[src/rvv_pkg.sv]
//////////////////////////////////////////////////////////////////////
// Command encodings of the vector unit. Element width values equal
// log2 of the element size in bytes, and the datapath relies on it.
//////////////////////////////////////////////////////////////////////
package rvv_pkg;

  typedef enum logic [1:0] {
    EW_8  = 2'd0,
    EW_16 = 2'd1,
    EW_32 = 2'd2
  } vew_e;

  typedef enum logic [3:0] {
    OP_ADD  = 4'd0,
    OP_SUB  = 4'd1,
    OP_AND  = 4'd2,
    OP_OR   = 4'd3,
    OP_XOR  = 4'd4,
    OP_MACC = 4'd5
  } vop_e;

  typedef enum logic {
    FORM_VV = 1'b0,
    FORM_VI = 1'b1
  } vform_e;

  localparam int unsigned CMD_W = 32;
  localparam int unsigned VS1_W = 3;
  localparam int unsigned IMM_W = 8;

  // Fields shared by both command forms, in the upper bits
  typedef struct packed {
    logic [3:0] id;
    logic [5:0] vl;
    vform_e     form;
    logic [2:0] vs2;
    logic [2:0] vd;
    vew_e       sew;
    vop_e       op;
  } vcmd_hdr_t;

  // Bits left for the form-specific operand
  localparam int unsigned CMD_BODY_W = CMD_W - $bits(vcmd_hdr_t);

  typedef struct packed {
    vcmd_hdr_t               hdr;
    logic [CMD_BODY_W-VS1_W-1:0] pad;
    logic [VS1_W-1:0]        vs1;
  } vcmd_vv_t;

  typedef struct packed {
    vcmd_hdr_t               hdr;
    logic [CMD_BODY_W-IMM_W-1:0] pad;
    logic [IMM_W-1:0]        imm;
  } vcmd_vi_t;

  typedef union packed {
    vcmd_vv_t vv;
    vcmd_vi_t vi;
  } vcmd_t;

endpackage

[src/vfu_pkg.sv]
//////////////////////////////////////////////////////////////////////
// Geometry and internal transfer types of the vector unit.
// A register-file word spans all lanes, one 32-bit half per lane.
//////////////////////////////////////////////////////////////////////
package vfu_pkg;

  localparam int unsigned N_IPU  = 2;
  localparam int unsigned ELEN   = 32;
  localparam int unsigned ELENB  = ELEN / 8;
  localparam int unsigned VELE   = 4;
  localparam int unsigned N_VREG = 8;
  localparam int unsigned VLMAX  = 32;
  localparam int unsigned VL_W   = $clog2(VLMAX + 1);

  // Wishbone side
  localparam int unsigned WB_AW = 7;
  localparam int unsigned WB_DW = 32;
  localparam logic [WB_AW-1:0] REG_CMD    = 7'd64;
  localparam logic [WB_AW-1:0] REG_STATUS = 7'd65;

  // Register number in the upper bits, word index in the lower
  typedef logic [$clog2(N_VREG*VELE)-1:0] vreg_addr_t;
  typedef logic [N_IPU*ELEN-1:0]          vreg_data_t;
  typedef logic [N_IPU*ELENB-1:0]         vreg_be_t;

  typedef struct packed {
    rvv_pkg::vop_e   op;
    rvv_pkg::vew_e   sew;
    logic [2:0]      vd;
    logic [2:0]      vs1;
    logic [2:0]      vs2;
    logic            use_vs1;
    logic            vd_is_src;
    logic [ELEN-1:0] scalar;
    logic [VL_W-1:0] vl;
    logic [3:0]      id;
  } vfu_req_t;

  typedef struct packed {
    vreg_addr_t addr;
    logic       en;
  } vrf_rd_t;

  typedef struct packed {
    vreg_addr_t addr;
    vreg_data_t data;
    vreg_be_t   be;
    logic       en;
  } vrf_wr_t;

endpackage

[src/vfu_wb_slave.sv]
//////////////////////////////////////////////////////////////////////
// Wishbone classic slave, single accesses only, no err or rty.
// Command writes and register-file accesses wait while busy is high.
//////////////////////////////////////////////////////////////////////
module vfu_wb_slave (
  input  logic                        clk_i,
  input  logic                        rst_ni,
  input  logic                        wb_cyc_i,
  input  logic                        wb_stb_i,
  input  logic                        wb_we_i,
  input  logic [vfu_pkg::WB_AW-1:0]   wb_adr_i,
  input  logic [vfu_pkg::WB_DW-1:0]   wb_dat_i,
  output logic [vfu_pkg::WB_DW-1:0]   wb_dat_o,
  output logic                        wb_ack_o,
  output vfu_pkg::vfu_req_t           req_o,
  output logic                        req_valid_o,
  input  logic                        busy_i,
  input  logic [3:0]                  done_id_i,
  output vfu_pkg::vrf_wr_t            host_req_o,
  input  vfu_pkg::vreg_data_t         host_rdata_i
);
  import rvv_pkg::*;
  import vfu_pkg::*;

  logic     is_rf;
  logic     is_cmd;
  logic     is_status;
  logic     stall;
  logic     go;
  logic     hi_half;
  vcmd_t    cmd;
  vfu_req_t req_d;

  // Words 0..63 map onto the register file, two per entry
  assign is_rf     = ~wb_adr_i[WB_AW-1];
  assign is_cmd    = (wb_adr_i == REG_CMD);
  assign is_status = (wb_adr_i == REG_STATUS);
  assign hi_half   = wb_adr_i[0];

  // Back-pressure while an instruction runs
  assign stall = busy_i & (is_rf | (is_cmd & wb_we_i));
  assign go    = wb_cyc_i & wb_stb_i & ~wb_ack_o & ~stall;

  always_ff @(posedge clk_i or negedge rst_ni) begin
    if (!rst_ni) begin
      wb_ack_o    <= 1'b0;
      req_valid_o <= 1'b0;
    end else begin
      wb_ack_o    <= go;
      req_valid_o <= go & is_cmd & wb_we_i;
    end
  end

  /////////////////////////////////////////////////////////////////////
  // Command decode
  /////////////////////////////////////////////////////////////////////

  always_comb begin
    cmd             = wb_dat_i;
    req_d           = '0;
    req_d.op        = cmd.vv.hdr.op;
    req_d.sew       = cmd.vv.hdr.sew;
    req_d.vd        = cmd.vv.hdr.vd;
    req_d.vs2       = cmd.vv.hdr.vs2;
    req_d.vs1       = cmd.vv.vs1;
    req_d.vl        = cmd.vv.hdr.vl;
    req_d.id        = cmd.vv.hdr.id;
    req_d.use_vs1   = (cmd.vv.hdr.form == FORM_VV);
    req_d.vd_is_src = (cmd.vv.hdr.op == OP_MACC);
    // Immediate sign-extended to the element, then replicated
    unique case (cmd.vi.hdr.sew)
      EW_8:    req_d.scalar = {4{cmd.vi.imm}};
      EW_16:   req_d.scalar = {2{{8{cmd.vi.imm[7]}}, cmd.vi.imm}};
      default: req_d.scalar = {{24{cmd.vi.imm[7]}}, cmd.vi.imm};
    endcase
  end

  always_ff @(posedge clk_i) begin
    if (go & is_cmd & wb_we_i) begin
      req_o <= req_d;
    end
  end

  /////////////////////////////////////////////////////////////////////
  // Register-file and status access
  /////////////////////////////////////////////////////////////////////

  // A zero byte enable marks a read
  always_comb begin
    host_req_o      = '0;
    host_req_o.addr = wb_adr_i[WB_AW-2:1];
    host_req_o.data = {N_IPU{wb_dat_i}};
    host_req_o.be   = {{ELENB{hi_half}}, {ELENB{~hi_half}}} & {N_IPU*ELENB{wb_we_i}};
    host_req_o.en   = go & is_rf;
  end

  always_comb begin
    wb_dat_o = '0;
    if (is_rf) begin
      wb_dat_o = hi_half ? host_rdata_i[2*ELEN-1:ELEN] : host_rdata_i[ELEN-1:0];
    end else if (is_status) begin
      wb_dat_o = {{(WB_DW-8){1'b0}}, done_id_i, 3'b000, busy_i};
    end
  end

  a_ack_in_cycle : assert property (@(posedge clk_i) disable iff (!rst_ni)
    $rose(wb_ack_o) |-> wb_cyc_i && wb_stb_i)
    else $error("ack raised outside a bus cycle");

endmodule

[config.mk]
export PLATFORM = sky130hd
export DESIGN_NAME = vfu_wb_slave
export DESIGN_NICKNAME = d
export VERILOG_FILES = /design/src/rvv_pkg.sv /design/src/vfu_pkg.sv /design/src/vfu_wb_slave.sv
export SDC_FILE = /design/constraint.sdc
export NUM_CORES = 1
export LEC_CHECK = 0
export BUFFER_PORTS_ARGS = -buffer_cell sky130_fd_sc_hd__buf_4
export CORE_AREA = 3 3 108 110
export CTS_BUF_LIST = sky130_fd_sc_hd__clkbuf_4 sky130_fd_sc_hd__clkbuf_8
export DETAILED_ROUTE_END_ITERATION = 12
export DIE_AREA = 0 0 111 113
export PLACE_DENSITY = 0.69
export SETUP_SLACK_MARGIN = 0.5
export SLEW_MARGIN = 20
export SYNTH_ARGS = -nofsm -noshare
export SYNTH_HDL_FRONTEND = slang
export SYNTH_SLANG_ARGS = --single-unit
[constraint.sdc]
create_clock -name clk_i -period 7.05 [get_ports clk_i]
set_input_delay 1.41 -clock clk_i [delete_from_list [all_inputs] [get_ports clk_i]]
set_output_delay 1.41 -clock clk_i [all_outputs]
set_load 0.05 [all_outputs]
==> results.tsv <==
stage	metric	value	unit
synthesis	syn_area	0.00285	mm^2
sta	finalSetupViolCount	0	
outcome	status	completed	
synthesis	avgSynthCellArea	11.0	um^2
die	row_count	38	
die	ioPinCount	284	
synthesis	synthSimpleGateAreaFrac	0.0974	
synthesis	yosysMostFrequentCell	buf_4	
final_layout	drive_above_1_share	0.649	
placed_design	io_buffers	280	
sta	min_period	4030	ps
clock_tree	post_cts_buffers	0	
critical_path	rr_worst_depth	3	
job	maxCapViolations	0	
die	die_w	111	um
clock_tree	insertion_delay	300	ps
synthesis	yosysSeqAreaShare	0.502	
critical_path	worst_path_max_delay_cell	buf_4	
critical_path	crit_family	buffers and inverters	
synthesis	ys_ff_latch	48	
synthesis	synthTopCellsByCount	90 x buf_4, 46 x edfxtp_1, 29 x nor2_1, 27 x mux2i_1, 20 x nand2_1	
clock_tree	ctsResizeCount	0	
critical_path	crit_path_max_fanout	36	
synthesis	ys_types	26	
synthesis	syn_nets	373	
sta	slew_headroom	0.332	
clock_tree	htreeDepth	2	
synthesis	syn-instance-count	260	
worst_hold_path	worstHoldPathCells	2	
synthesis	yosys-top-cells-area	edfxtp_1 48%, buf_4 24%, mux2i_1 9.5%, nor2_1 3.8%, nand2_1 2.6%	
detailed_routing	drc	0	
sta	drv_slew	0	
synthesis	synth_edf_count	46	
critical_path	path_common_cell	buf_4	
critical_path	path_cells	buf_4, nor2_1, a22oi_1, o21ai_1, buf_4	
sta	fin_skew	7.42	ps
critical_path	endpoint_kind	output port	
critical_path	path_class	in -> out	
critical_path	max_stage_delay	440	ps
sta	worst_slew_pin_slew	999	ps
sta	fin_crit_sh	0.572	
placed_design	hpwlAfterDp	8.76	mm
power_and_ir_drop	peakVddDrop	0.115	mV
detailed_routing	drtPass1Iterations	4	
grt	grt.total_usage	0.157	
synthesis	synthXorXnorAreaFrac	0	
final_layout	n_antenna_cell	0	
critical_path	worst_ep_arrival_time	2620	ps
synthesis	synth_top_area_frac	0.484	
synthesis	synth_compound_area_frac	0.0421	
die	coreArea	0.0108	mm^2
synthesis	synth-adder-area-share	0	
grt	grt_max_degree	37	
die	die_area	0.0125	mm^2
power_and_ir_drop	power.leakage	2.25	nW
final_layout	fillers	1031	
synthesis	yosys.area.top_type	edfxtp_1	
sta	max_freq	248	MHz
sta	hold_viol_final	0	
clock_tree	cts_hold_buf	0	
detailed_routing	ant_nets	0	
synthesis	ys_async_sr_fraction	0.0417	
clock_tree	cts_buffers	5	
synthesis	synth_top_family_by_area	buffers and inverters	
clock_tree	path_clk_slew	90	ps
synthesis	muxShareOfSynthArea	0.0948	
final_layout	final_nets	565	
placed_design	gp_congestion	0.965	
critical_path	crit_buf_inv	2	
clock_tree	cts_buffer_depth	2	
detailed_routing	viasPerCell	4.25	
die	initial_utilization	0.264	
grt	grt-ovfl-total	0	
detailed_routing	dr_total_vias	2520	
critical_path	critPathRequiredTime	5640	ps
placed_design	dp_slack	2930	ps
die	dieHeight	113	um
grt	grt_pass1_vias	2649	
detailed_routing	drt-total-wl	10.4	mm
sta	rsz0062_at_grt	no	
grt	grt_antenna_before_repair	0	
synthesis	yosys_most_used_dff	edfxtp_1	
synthesis	yosysWarnings	0	
clock_tree	cts_tree	yes	
clock_tree	cts-root-buf	clkbuf_8	
grt	grt_pass1_wl	15.4	mm
critical_path	startpoint_type	input pin	
critical_path	cp.depth	5	
detailed_routing	drt_iter0_markers	110	
sta	tns	0	ps
detailed_routing	avgRoutedWirePerCell	17.5	um
worst_hold_path	hold_class	reg -> reg	
sta	finalWorstSetupSlack	3020	ps
clock_tree	cts_num_sinks	48	
final_layout	synthToLayoutAreaGrowth	60.0	%
power_and_ir_drop	power.density	183	mW/mm^2
-- path summary, 6_finish.rpt --
kind,start,slack [ps],to
max reg2reg,wb_ack_o,4740,req_o[28]
min in group asynchronous,rst_ni,880,wb_ack_o
min,wb_ack_o,690,wb_ack_o
min reg2reg,wb_ack_o,690,wb_ack_o
max in group asynchronous,rst_ni,6090,req_valid_o
max,wb_adr_i[0],3020,wb_dat_o[0]
-- metrics by stage --
stage	total power, mW	std cells	cell area [um^2]	hold slack (ps)	util
after global routing	0.871	593	4560	764	0.423
after floorplan	0.516	260	2850	909	-
after CTS	0.847	593	4560	721	0.423
final	0.835	593	4560	694	0.423
after global placement	0.602	585	4420	680	0.410
after detailed placement	0.604	585	4420	708	0.410
-- worst reg2reg max path: stages (launching register included) --
cell      delay (ps)
dfrtp_1          390
nand3b_1         260
nor3_4           850
buf_4            480
-- registers in the layout (all words and copies together), names as in the netlist --
signal and count:
req_valid_o 1, wb_ack_o 1, req_o 46
-- cells in the final DEF, fill, tap and decap left out, drive strengths merged --
cell type / synthesis / layout
a31o: 1 / 1
nand2: 21 / 21
bufinv: 0 / 2
nor2b: 1 / 1
and2b: 1 / 1
o21ai: 13 / 13
nor2: 30 / 30
and2: 1 / 1
edfxtp: 46 / 46
buf: 96 / 281
mux2i: 27 / 27
a22oi: 5 / 5
nor3: 2 / 2
nor4b: 1 / 1
inv: 9 / 10
dfrtp: 2 / 2
clkbuf: 0 / 5
nand3: 1 / 1
a21oi: 1 / 1
nand3b: 1 / 1
nor4bb: 1 / 1
-- per-layer routing --
| metal | up-vias | part of all wire | global-route usage |
|---|---|---|---|
| met2 | 178 | 0.55 | 0.308 |
| li1 | 1174 | - | - |
| met3 | 14 | 0.097 | 0.0535 |
| met1 | 1154 | 0.33 | 0.155 |
| met5 | - | 0 | 0 |
| met4 | 0 | 0.020 | 0.0435 |
-- power by group --
part           leakage [nW]  internal (mW)  switching [mW]  total (mW)
logic                  1.75         0.0977           0.185       0.283
registers             0.440          0.313        0.000205       0.313
clock network        0.0687          0.143          0.0966       0.239
-- final cells by class --
cell class | count | area [um^2] | share of cell area
clock inverter | 3 | 68.8 | 0.0151
clock buffer | 5 | 68.8 | 0.0151
timing repair buffer | 281 | 2110 | 0.462
multi-input combinational | 107 | 674 | 0.148
tap | 140 | 175 | 0.0384
inverter | 9 | 33.8 | 0.00741
sequential | 48 | 1430 | 0.314
-- cells by family (layout without fill, tap and decap cells) --
family,count (synthesis),in the layout
flip-flops,48,48
multiplexers,27,27
AO/OA/AOI/OAI,20,20
buffers and inverters,105,298
AND/OR/NAND/NOR,60,60
Power figures use the tool's default switching activity.
