--- src/rvv_pkg.sv ---
//////////////////////////////////////////////////////////////////////
// Command encodings of the vector unit. Element width values equal
// log2 of the element size in bytes, and the datapath relies on it.
//////////////////////////////////////////////////////////////////////
package rvv_pkg;

  typedef enum logic [1:0] {
    EW_8  = 2'd0,
    EW_16 = 2'd1,
    EW_32 = 2'd2
  } vew_e;

  typedef enum logic [3:0] {
    OP_ADD  = 4'd0,
    OP_SUB  = 4'd1,
    OP_AND  = 4'd2,
    OP_OR   = 4'd3,
    OP_XOR  = 4'd4,
    OP_MACC = 4'd5
  } vop_e;

  typedef enum logic {
    FORM_VV = 1'b0,
    FORM_VI = 1'b1
  } vform_e;

  localparam int unsigned CMD_W = 32;
  localparam int unsigned VS1_W = 3;
  localparam int unsigned IMM_W = 8;

  // Fields shared by both command forms, in the upper bits
  typedef struct packed {
    logic [3:0] id;
    logic [5:0] vl;
    vform_e     form;
    logic [2:0] vs2;
    logic [2:0] vd;
    vew_e       sew;
    vop_e       op;
  } vcmd_hdr_t;

  // Bits left for the form-specific operand
  localparam int unsigned CMD_BODY_W = CMD_W - $bits(vcmd_hdr_t);

  typedef struct packed {
    vcmd_hdr_t               hdr;
    logic [CMD_BODY_W-VS1_W-1:0] pad;
    logic [VS1_W-1:0]        vs1;
  } vcmd_vv_t;

  typedef struct packed {
    vcmd_hdr_t               hdr;
    logic [CMD_BODY_W-IMM_W-1:0] pad;
    logic [IMM_W-1:0]        imm;
  } vcmd_vi_t;

  typedef union packed {
    vcmd_vv_t vv;
    vcmd_vi_t vi;
  } vcmd_t;

endpackage

--- src/vfu_pkg.sv ---
//////////////////////////////////////////////////////////////////////
// Geometry and internal transfer types of the vector unit.
// A register-file word spans all lanes, one 32-bit half per lane.
//////////////////////////////////////////////////////////////////////
package vfu_pkg;

  localparam int unsigned N_IPU  = 2;
  localparam int unsigned ELEN   = 32;
  localparam int unsigned ELENB  = ELEN / 8;
  localparam int unsigned VELE   = 4;
  localparam int unsigned N_VREG = 8;
  localparam int unsigned VLMAX  = 32;
  localparam int unsigned VL_W   = $clog2(VLMAX + 1);

  // Wishbone side
  localparam int unsigned WB_AW = 7;
  localparam int unsigned WB_DW = 32;
  localparam logic [WB_AW-1:0] REG_CMD    = 7'd64;
  localparam logic [WB_AW-1:0] REG_STATUS = 7'd65;

  // Register number in the upper bits, word index in the lower
  typedef logic [$clog2(N_VREG*VELE)-1:0] vreg_addr_t;
  typedef logic [N_IPU*ELEN-1:0]          vreg_data_t;
  typedef logic [N_IPU*ELENB-1:0]         vreg_be_t;

  typedef struct packed {
    rvv_pkg::vop_e   op;
    rvv_pkg::vew_e   sew;
    logic [2:0]      vd;
    logic [2:0]      vs1;
    logic [2:0]      vs2;
    logic            use_vs1;
    logic            vd_is_src;
    logic [ELEN-1:0] scalar;
    logic [VL_W-1:0] vl;
    logic [3:0]      id;
  } vfu_req_t;

  typedef struct packed {
    vreg_addr_t addr;
    logic       en;
  } vrf_rd_t;

  typedef struct packed {
    vreg_addr_t addr;
    vreg_data_t data;
    vreg_be_t   be;
    logic       en;
  } vrf_wr_t;

endpackage

--- src/vfu_ctrl.sv ---
//////////////////////////////////////////////////////////////////////
// Sequences one instruction at a time, one element group per cycle.
// vl must fit the register at the chosen element width, as the word
// index is not checked against the register boundary.
//////////////////////////////////////////////////////////////////////
module vfu_ctrl (
  input  logic                                          clk_i,
  input  logic                                          rst_ni,
  input  vfu_pkg::vfu_req_t                             req_i,
  input  logic                                          req_valid_i,
  output logic                                          busy_o,
  output logic [3:0]                                    done_id_o,
  output vfu_pkg::vrf_rd_t [2:0]                        rd_o,
  input  vfu_pkg::vreg_data_t [2:0]                     rdata_i,
  input  logic [2:0]                                    rvalid_i,
  output vfu_pkg::vrf_wr_t                              wr_o,
  output rvv_pkg::vop_e                                 lane_op_o,
  output rvv_pkg::vew_e                                 lane_sew_o,
  output logic [vfu_pkg::N_IPU-1:0][vfu_pkg::ELEN-1:0]  lane_a_o,
  output logic [vfu_pkg::N_IPU-1:0][vfu_pkg::ELEN-1:0]  lane_b_o,
  output logic [vfu_pkg::N_IPU-1:0][vfu_pkg::ELEN-1:0]  lane_d_o,
  input  logic [vfu_pkg::N_IPU-1:0][vfu_pkg::ELEN-1:0]  lane_res_i
);
  import vfu_pkg::*;

  localparam int unsigned GRP_BYTES = N_IPU * ELENB;
  localparam int unsigned IDX_W     = $clog2(VELE);

  vfu_req_t         req_q;
  logic             busy_q;
  logic [3:0]       done_id_q;
  logic [VL_W-1:0]  rem_q;
  logic [IDX_W-1:0] idx_q;
  logic [3:0]       grp_elems;
  logic [3:0]       act_elems;
  logic [3:0]       act_bytes;
  logic             last_grp;
  logic             rd_active;
  logic             finish;
  vreg_be_t         tail_be;

  // Execute stage
  vreg_addr_t       ex_addr_q;
  logic             ex_last_q;
  vreg_be_t         ex_be_q;

  /////////////////////////////////////////////////////////////////////
  // Group sequencing
  /////////////////////////////////////////////////////////////////////

  // Element count per group shrinks with the element width
  assign grp_elems = 4'(GRP_BYTES >> req_q.sew);
  assign last_grp  = (rem_q <= VL_W'(grp_elems));
  assign act_elems = last_grp ? rem_q[3:0] : grp_elems;
  assign act_bytes = act_elems << req_q.sew;
  assign tail_be   = ~(vreg_be_t'('1) << act_bytes);

  assign rd_active = busy_q & (rem_q != '0);
  // vl = 0 finishes without any group
  assign finish    = (wr_o.en & ex_last_q) | (busy_q & (req_q.vl == '0));

  always_ff @(posedge clk_i or negedge rst_ni) begin
    if (!rst_ni) begin
      busy_q    <= 1'b0;
      done_id_q <= '0;
      rem_q     <= '0;
      idx_q     <= '0;
      ex_last_q <= 1'b0;
    end else begin
      ex_last_q <= rd_active & last_grp;
      if (req_valid_i) begin
        busy_q <= 1'b1;
        rem_q  <= req_i.vl;
        idx_q  <= '0;
      end else begin
        if (rd_active) begin
          rem_q <= last_grp ? '0 : rem_q - VL_W'(grp_elems);
          idx_q <= idx_q + 1'b1;
        end
        if (finish) begin
          busy_q    <= 1'b0;
          done_id_q <= req_q.id;
        end
      end
    end
  end

  always_ff @(posedge clk_i) begin
    if (req_valid_i) begin
      req_q <= req_i;
    end
    if (rd_active) begin
      ex_addr_q <= {req_q.vd, idx_q};
      ex_be_q   <= tail_be;
    end
  end

  assign busy_o    = busy_q;
  assign done_id_o = done_id_q;

  /////////////////////////////////////////////////////////////////////
  // Operand read and write-back
  /////////////////////////////////////////////////////////////////////

  always_comb begin
    rd_o[0].addr = {req_q.vs2, idx_q};
    rd_o[0].en   = rd_active;
    rd_o[1].addr = {req_q.vs1, idx_q};
    rd_o[1].en   = rd_active & req_q.use_vs1;
    rd_o[2].addr = {req_q.vd, idx_q};
    rd_o[2].en   = rd_active & req_q.vd_is_src;
  end

  assign lane_op_o  = req_q.op;
  assign lane_sew_o = req_q.sew;
  assign lane_a_o   = rdata_i[0];
  assign lane_b_o   = rvalid_i[1] ? rdata_i[1] : {N_IPU{req_q.scalar}};
  assign lane_d_o   = rvalid_i[2] ? rdata_i[2] : '0;

  // vs2 is read for every group, so its valid marks the write
  assign wr_o.addr = ex_addr_q;
  assign wr_o.data = lane_res_i;
  assign wr_o.be   = ex_be_q;
  assign wr_o.en   = rvalid_i[0];

  a_no_req_busy : assert property (@(posedge clk_i) disable iff (!rst_ni)
    req_valid_i |-> !busy_o)
    else $error("command accepted while busy");

endmodule

--- config.mk ---
export PLATFORM = sky130hd
export DESIGN_NAME = vfu_ctrl
export DESIGN_NICKNAME = d
export VERILOG_FILES = /design/src/rvv_pkg.sv /design/src/vfu_pkg.sv /design/src/vfu_ctrl.sv
export SDC_FILE = /design/constraint.sdc
export NUM_CORES = 1
export LEC_CHECK = 0
export BUFFER_PORTS_ARGS = -buffer_cell sky130_fd_sc_hd__buf_2
export CAP_MARGIN = 20
export CORE_AREA = 4 4 238 240
export CTS_BUF_LIST = sky130_fd_sc_hd__clkbuf_8
export CTS_CLUSTER_SIZE = 28
export DETAILED_ROUTE_END_ITERATION = 6
export DIE_AREA = 0 0 242 244
export PLACE_DENSITY = 0.41
export SETUP_SLACK_MARGIN = 0.05
export SLEW_MARGIN = 20
export SYNTH_ARGS = -nofsm -noshare
export SYNTH_HDL_FRONTEND = slang
export SYNTH_SLANG_ARGS = --single-unit
--- constraint.sdc ---
create_clock -name clk_i -period 3.4 [get_ports clk_i]
set_input_delay 0.17 -clock clk_i [delete_from_list [all_inputs] [get_ports clk_i]]
set_output_delay 0.17 -clock clk_i [all_outputs]
set_load 0.02 [all_outputs]
==> out/qor.yml <==
logic_synthesis:
  post_synth_most_frequent_cells: "buf_4 (149), nand2_1 (133), edfxtp_1 (72)"
  sequential_share_of_the_synthesized_area_pct: 45.9
  netlist.area_leader.share_pct: 39.5
  postSynthRegisterBits: 86
  syn_avg_cell_area_um2: 9.53
  synth.lib_cells_used.distinct: 44
  synth.most_common_cell: "buf_4"
  synth.top_cells.by_area: "edfxtp_1 (39%), buf_4 (20%), nand2_1 (9.1%), and2_1 (7.7%), dfrtp_1 (6.4%)"
  post_synth_instance_area_mm2: 0.00548
  synth-edff-count: 72
  postSynth.asyncResetShare_pct: 16.3
  synthFlopType: "edfxtp_1"
  yosysTopAreaCell: "edfxtp_1"
  nets_in_the_synthesized_netlist: 901
  synthesis.yosys.warnings: 0
  synthCells: 575
global_route:
  grt_antenna_before_repair: 23
  grt_pass1_vias: 5361
  pin_count_of_the_biggest_net_entering_global_routing: 65
  remaining_global_route_overflow: 0
  groute.usage.overall_pct: 11.9
  grt_pass1_wl_um: 47700
critical_path:
  timing.critical_path.slowest_stage_cell: "or4_1"
  setup.reg_to_reg.worst_slack_ns: 0.48
  critPathRequiredTime_ns: 3.54
  cp_cell_sequence: "nor2b_1 -> inv_1 -> ha_1 -> nand4_1 -> o221a_2 -> or4_1 -> a211oi_4 -> o21ai_1"
  cp_slowest_stage_delay_ns: 0.60
  startpoint_type: "flop"
  critical_path_peak_fanout: 11
  critical_path.endpoint_type: "flop"
  critical_path_class: "reg2reg"
  worst-endpoint-arrival_ns: 3.06
cts:
  post-cts-setup-buffer-count: 0
  tritoncts_clock_tree: "done"
  cts-root-to-sink-buffers: 2
  postCtsHoldBufs: 60
  post_cts.resized_instances: 0
  cts-htree-levels: 3
  worst_setup_hold_path_clk_slew_ns: 0.10
  cts_buffers: 9
  clkLatencyLatePin_ns: 0.39
  tritoncts_num_sinks: 86
  cts_root_buffer: "clkbuf_8"
die:
  die_w_um: 242
  placementRows: 86
  initial_core_util_pct: 10.0
  die_h_um: 244
  design.die.area_mm2: 0.0590
  io-pin-count: 620
  coreArea_mm2: 0.0547
sta:
  final_max_slew_viol_count: 0
  setup_violations: 0
  setup_repair_after_global_routing_missed_its_margin: "no"
  fin_skew_ns: 0.00915
  finalCritPeriodShare_pct: 86.0
  report.final.hold_viol_count: 0
  tns_ns: 0
  max_clock_freq_mhz: 342
  period_needed_ns: 2.92
  maxSlewHeadroom_pct: 42.4
  max_slew.worst_pin.slew_ns: 0.864
cells_and_area:
  syn_to_final_growth_pct: 43.5
  num-nets-final: 1167
  drive_gt1_share_pct: 46.8
  stdcell_count: 1556
power_and_ir_drop:
  fraction_of_power_consumed_by_combinational_cells_pct: 37.1
  power.sequential.fraction_pct: 39.1
  power_switching_share_pct: 36.7
  pwr_density_cell_mw_per_mm2: 485
  intPower_mw: 2.41
  power_frac_clock_pct: 23.8
  net-switching-power_mw: 1.40
  leakage_nw: 3.67
  power.ir.vdd_worst_uv: 360
flow_run:
  maxCapViolations: 0
status:
  status: "complete, no violations"
routing:
  detail_route.vias_per_cell: 3.19
  detailedRoute.firstIterationViolations: 128
  drt-wirelength-per-cell_um: 23.7
  vias: 4958
  drtAntennaViolNets: 0
  drc: 0
  drt_first_pass_iters: 4
  totalWireLength_um: 36900
placed_design:
  final_replace_weighted_congestion: 0.962
  io_buffers: 363
  dp.cells: 1474
  dp_hpwl_um: 33200
worst_hold_path:
  timing.hold.worst.class: "in2async"
## area by class of cell
cell class              instances  area, µm²
diodes                          6       15.0
clock buffers                   9        124
repair buffers                427       2460
inverters                       7       26.3
fillers                      6258      46800
flip-flops and latches         86       2510
multi-input cells             310       1720
well taps                     704        881
clock inverters                 7        120
## cell families after synthesis
logic type,count (synthesis),share of synthesized area [%]
adder cells (fa/ha/maj),5,1.28
flip-flops,86,45.9
XOR/XNOR,4,0.640
AND/OR/NAND/NOR,265,23.7
multiplexers,8,1.85
AO/OA/AOI/OAI,28,3.86
buffers and inverters,179,22.8
## worst max-delay path: cells and delay by family, from the launching register on
family / cells / cell delay [ns]
DFF: 1 / 0.57
adders and majority gates: 1 / 0.30
AOI/OAI and AO/OA: 3 / 0.59
and+or+nand+nor: 3 / 1.13
buffers and inverters: 1 / 0.09
## metal layers
layer / vias up / global-route usage [%] / part of all wire (%)
met4: 10 / 2.70 / 2.1
met5: - / 1.88 / 0.55
met2: 456 / 20.8 / 49
met1: 2217 / 9.50 / 27
li1: 2238 / - / -
met3: 37 / 11.4 / 21
## power by group through the flow
stage	Clock, mW	Combinational (mW)	Sequential (mW)
after CTS	0.963	1.45	1.50
final	0.907	1.42	1.49
after global placement	0	1.39	1.52
after floorplan	0	1.03	1.57
after detailed placement	0	1.39	1.52
after global routing	0.997	1.57	1.52
## worst paths after layout
| path | end | from | depth (start not counted) |
|---|---|---|---|
| hold reg to reg | ex_addr_q[4]$_DFFE_PP_ | rd_o[17]$_DFFE_PP_ | 0 |
| min in group clk_i | idx_q[0]$_DFFE_PN0P_ | req_valid_i | 2 |
| hold / removal | idx_q[1]$_DFFE_PN0P_ | rst_ni | 2 |
| max in group asynchronous | rem_q[1]$_DFFE_PN0P_ | rst_ni | 2 |
| setup / recovery | ex_be_q[1]$_DFFE_PP_ | lane_sew_o[1]$_DFFE_PP_ | 8 |
| setup reg to reg | ex_be_q[1]$_DFFE_PP_ | lane_sew_o[1]$_DFFE_PP_ | 8 |
## stage by stage
stage	instance area, µm²	utilization, %	setup WS, ns	hold slack (ns)	total power, mW
floorplan	5480	-	0.682	-0.126	2.60
global placement	7000	12.8	0.506	0.100	2.91
detailed placement	7000	12.8	0.461	0.103	2.90
CTS	7840	14.3	0.460	0.182	3.91
global route	7860	14.4	0.171	0.200	4.09
finish	7860	14.4	0.476	0.205	3.81
## sequential cells by signal, summed over array words and instances (netlist names)
signal / cells
ex_be_q: 8
done_id_o: 4
busy_o: 1
ex_addr_q: 5
idx_q: 2
lane_sew_o: 2
lane_op_o: 4
rd_o: 9
req_q: 44
ex_last_q: 1
rem_q: 6
## cells in the final DEF, fill, tap and decap left out, types with 7 or more instances in the layout
master	count
inv_1	7
edfxtp_1	72
clkbuf_8	9
mux2_2	7
and2_1	67
nor2_1	11
dlygate4sd3_1	60
buf_2	362
dfrtp_1	14
nand2b_1	36
nand2_1	133
No activity file was read; power rests on OpenSTA's default activity.
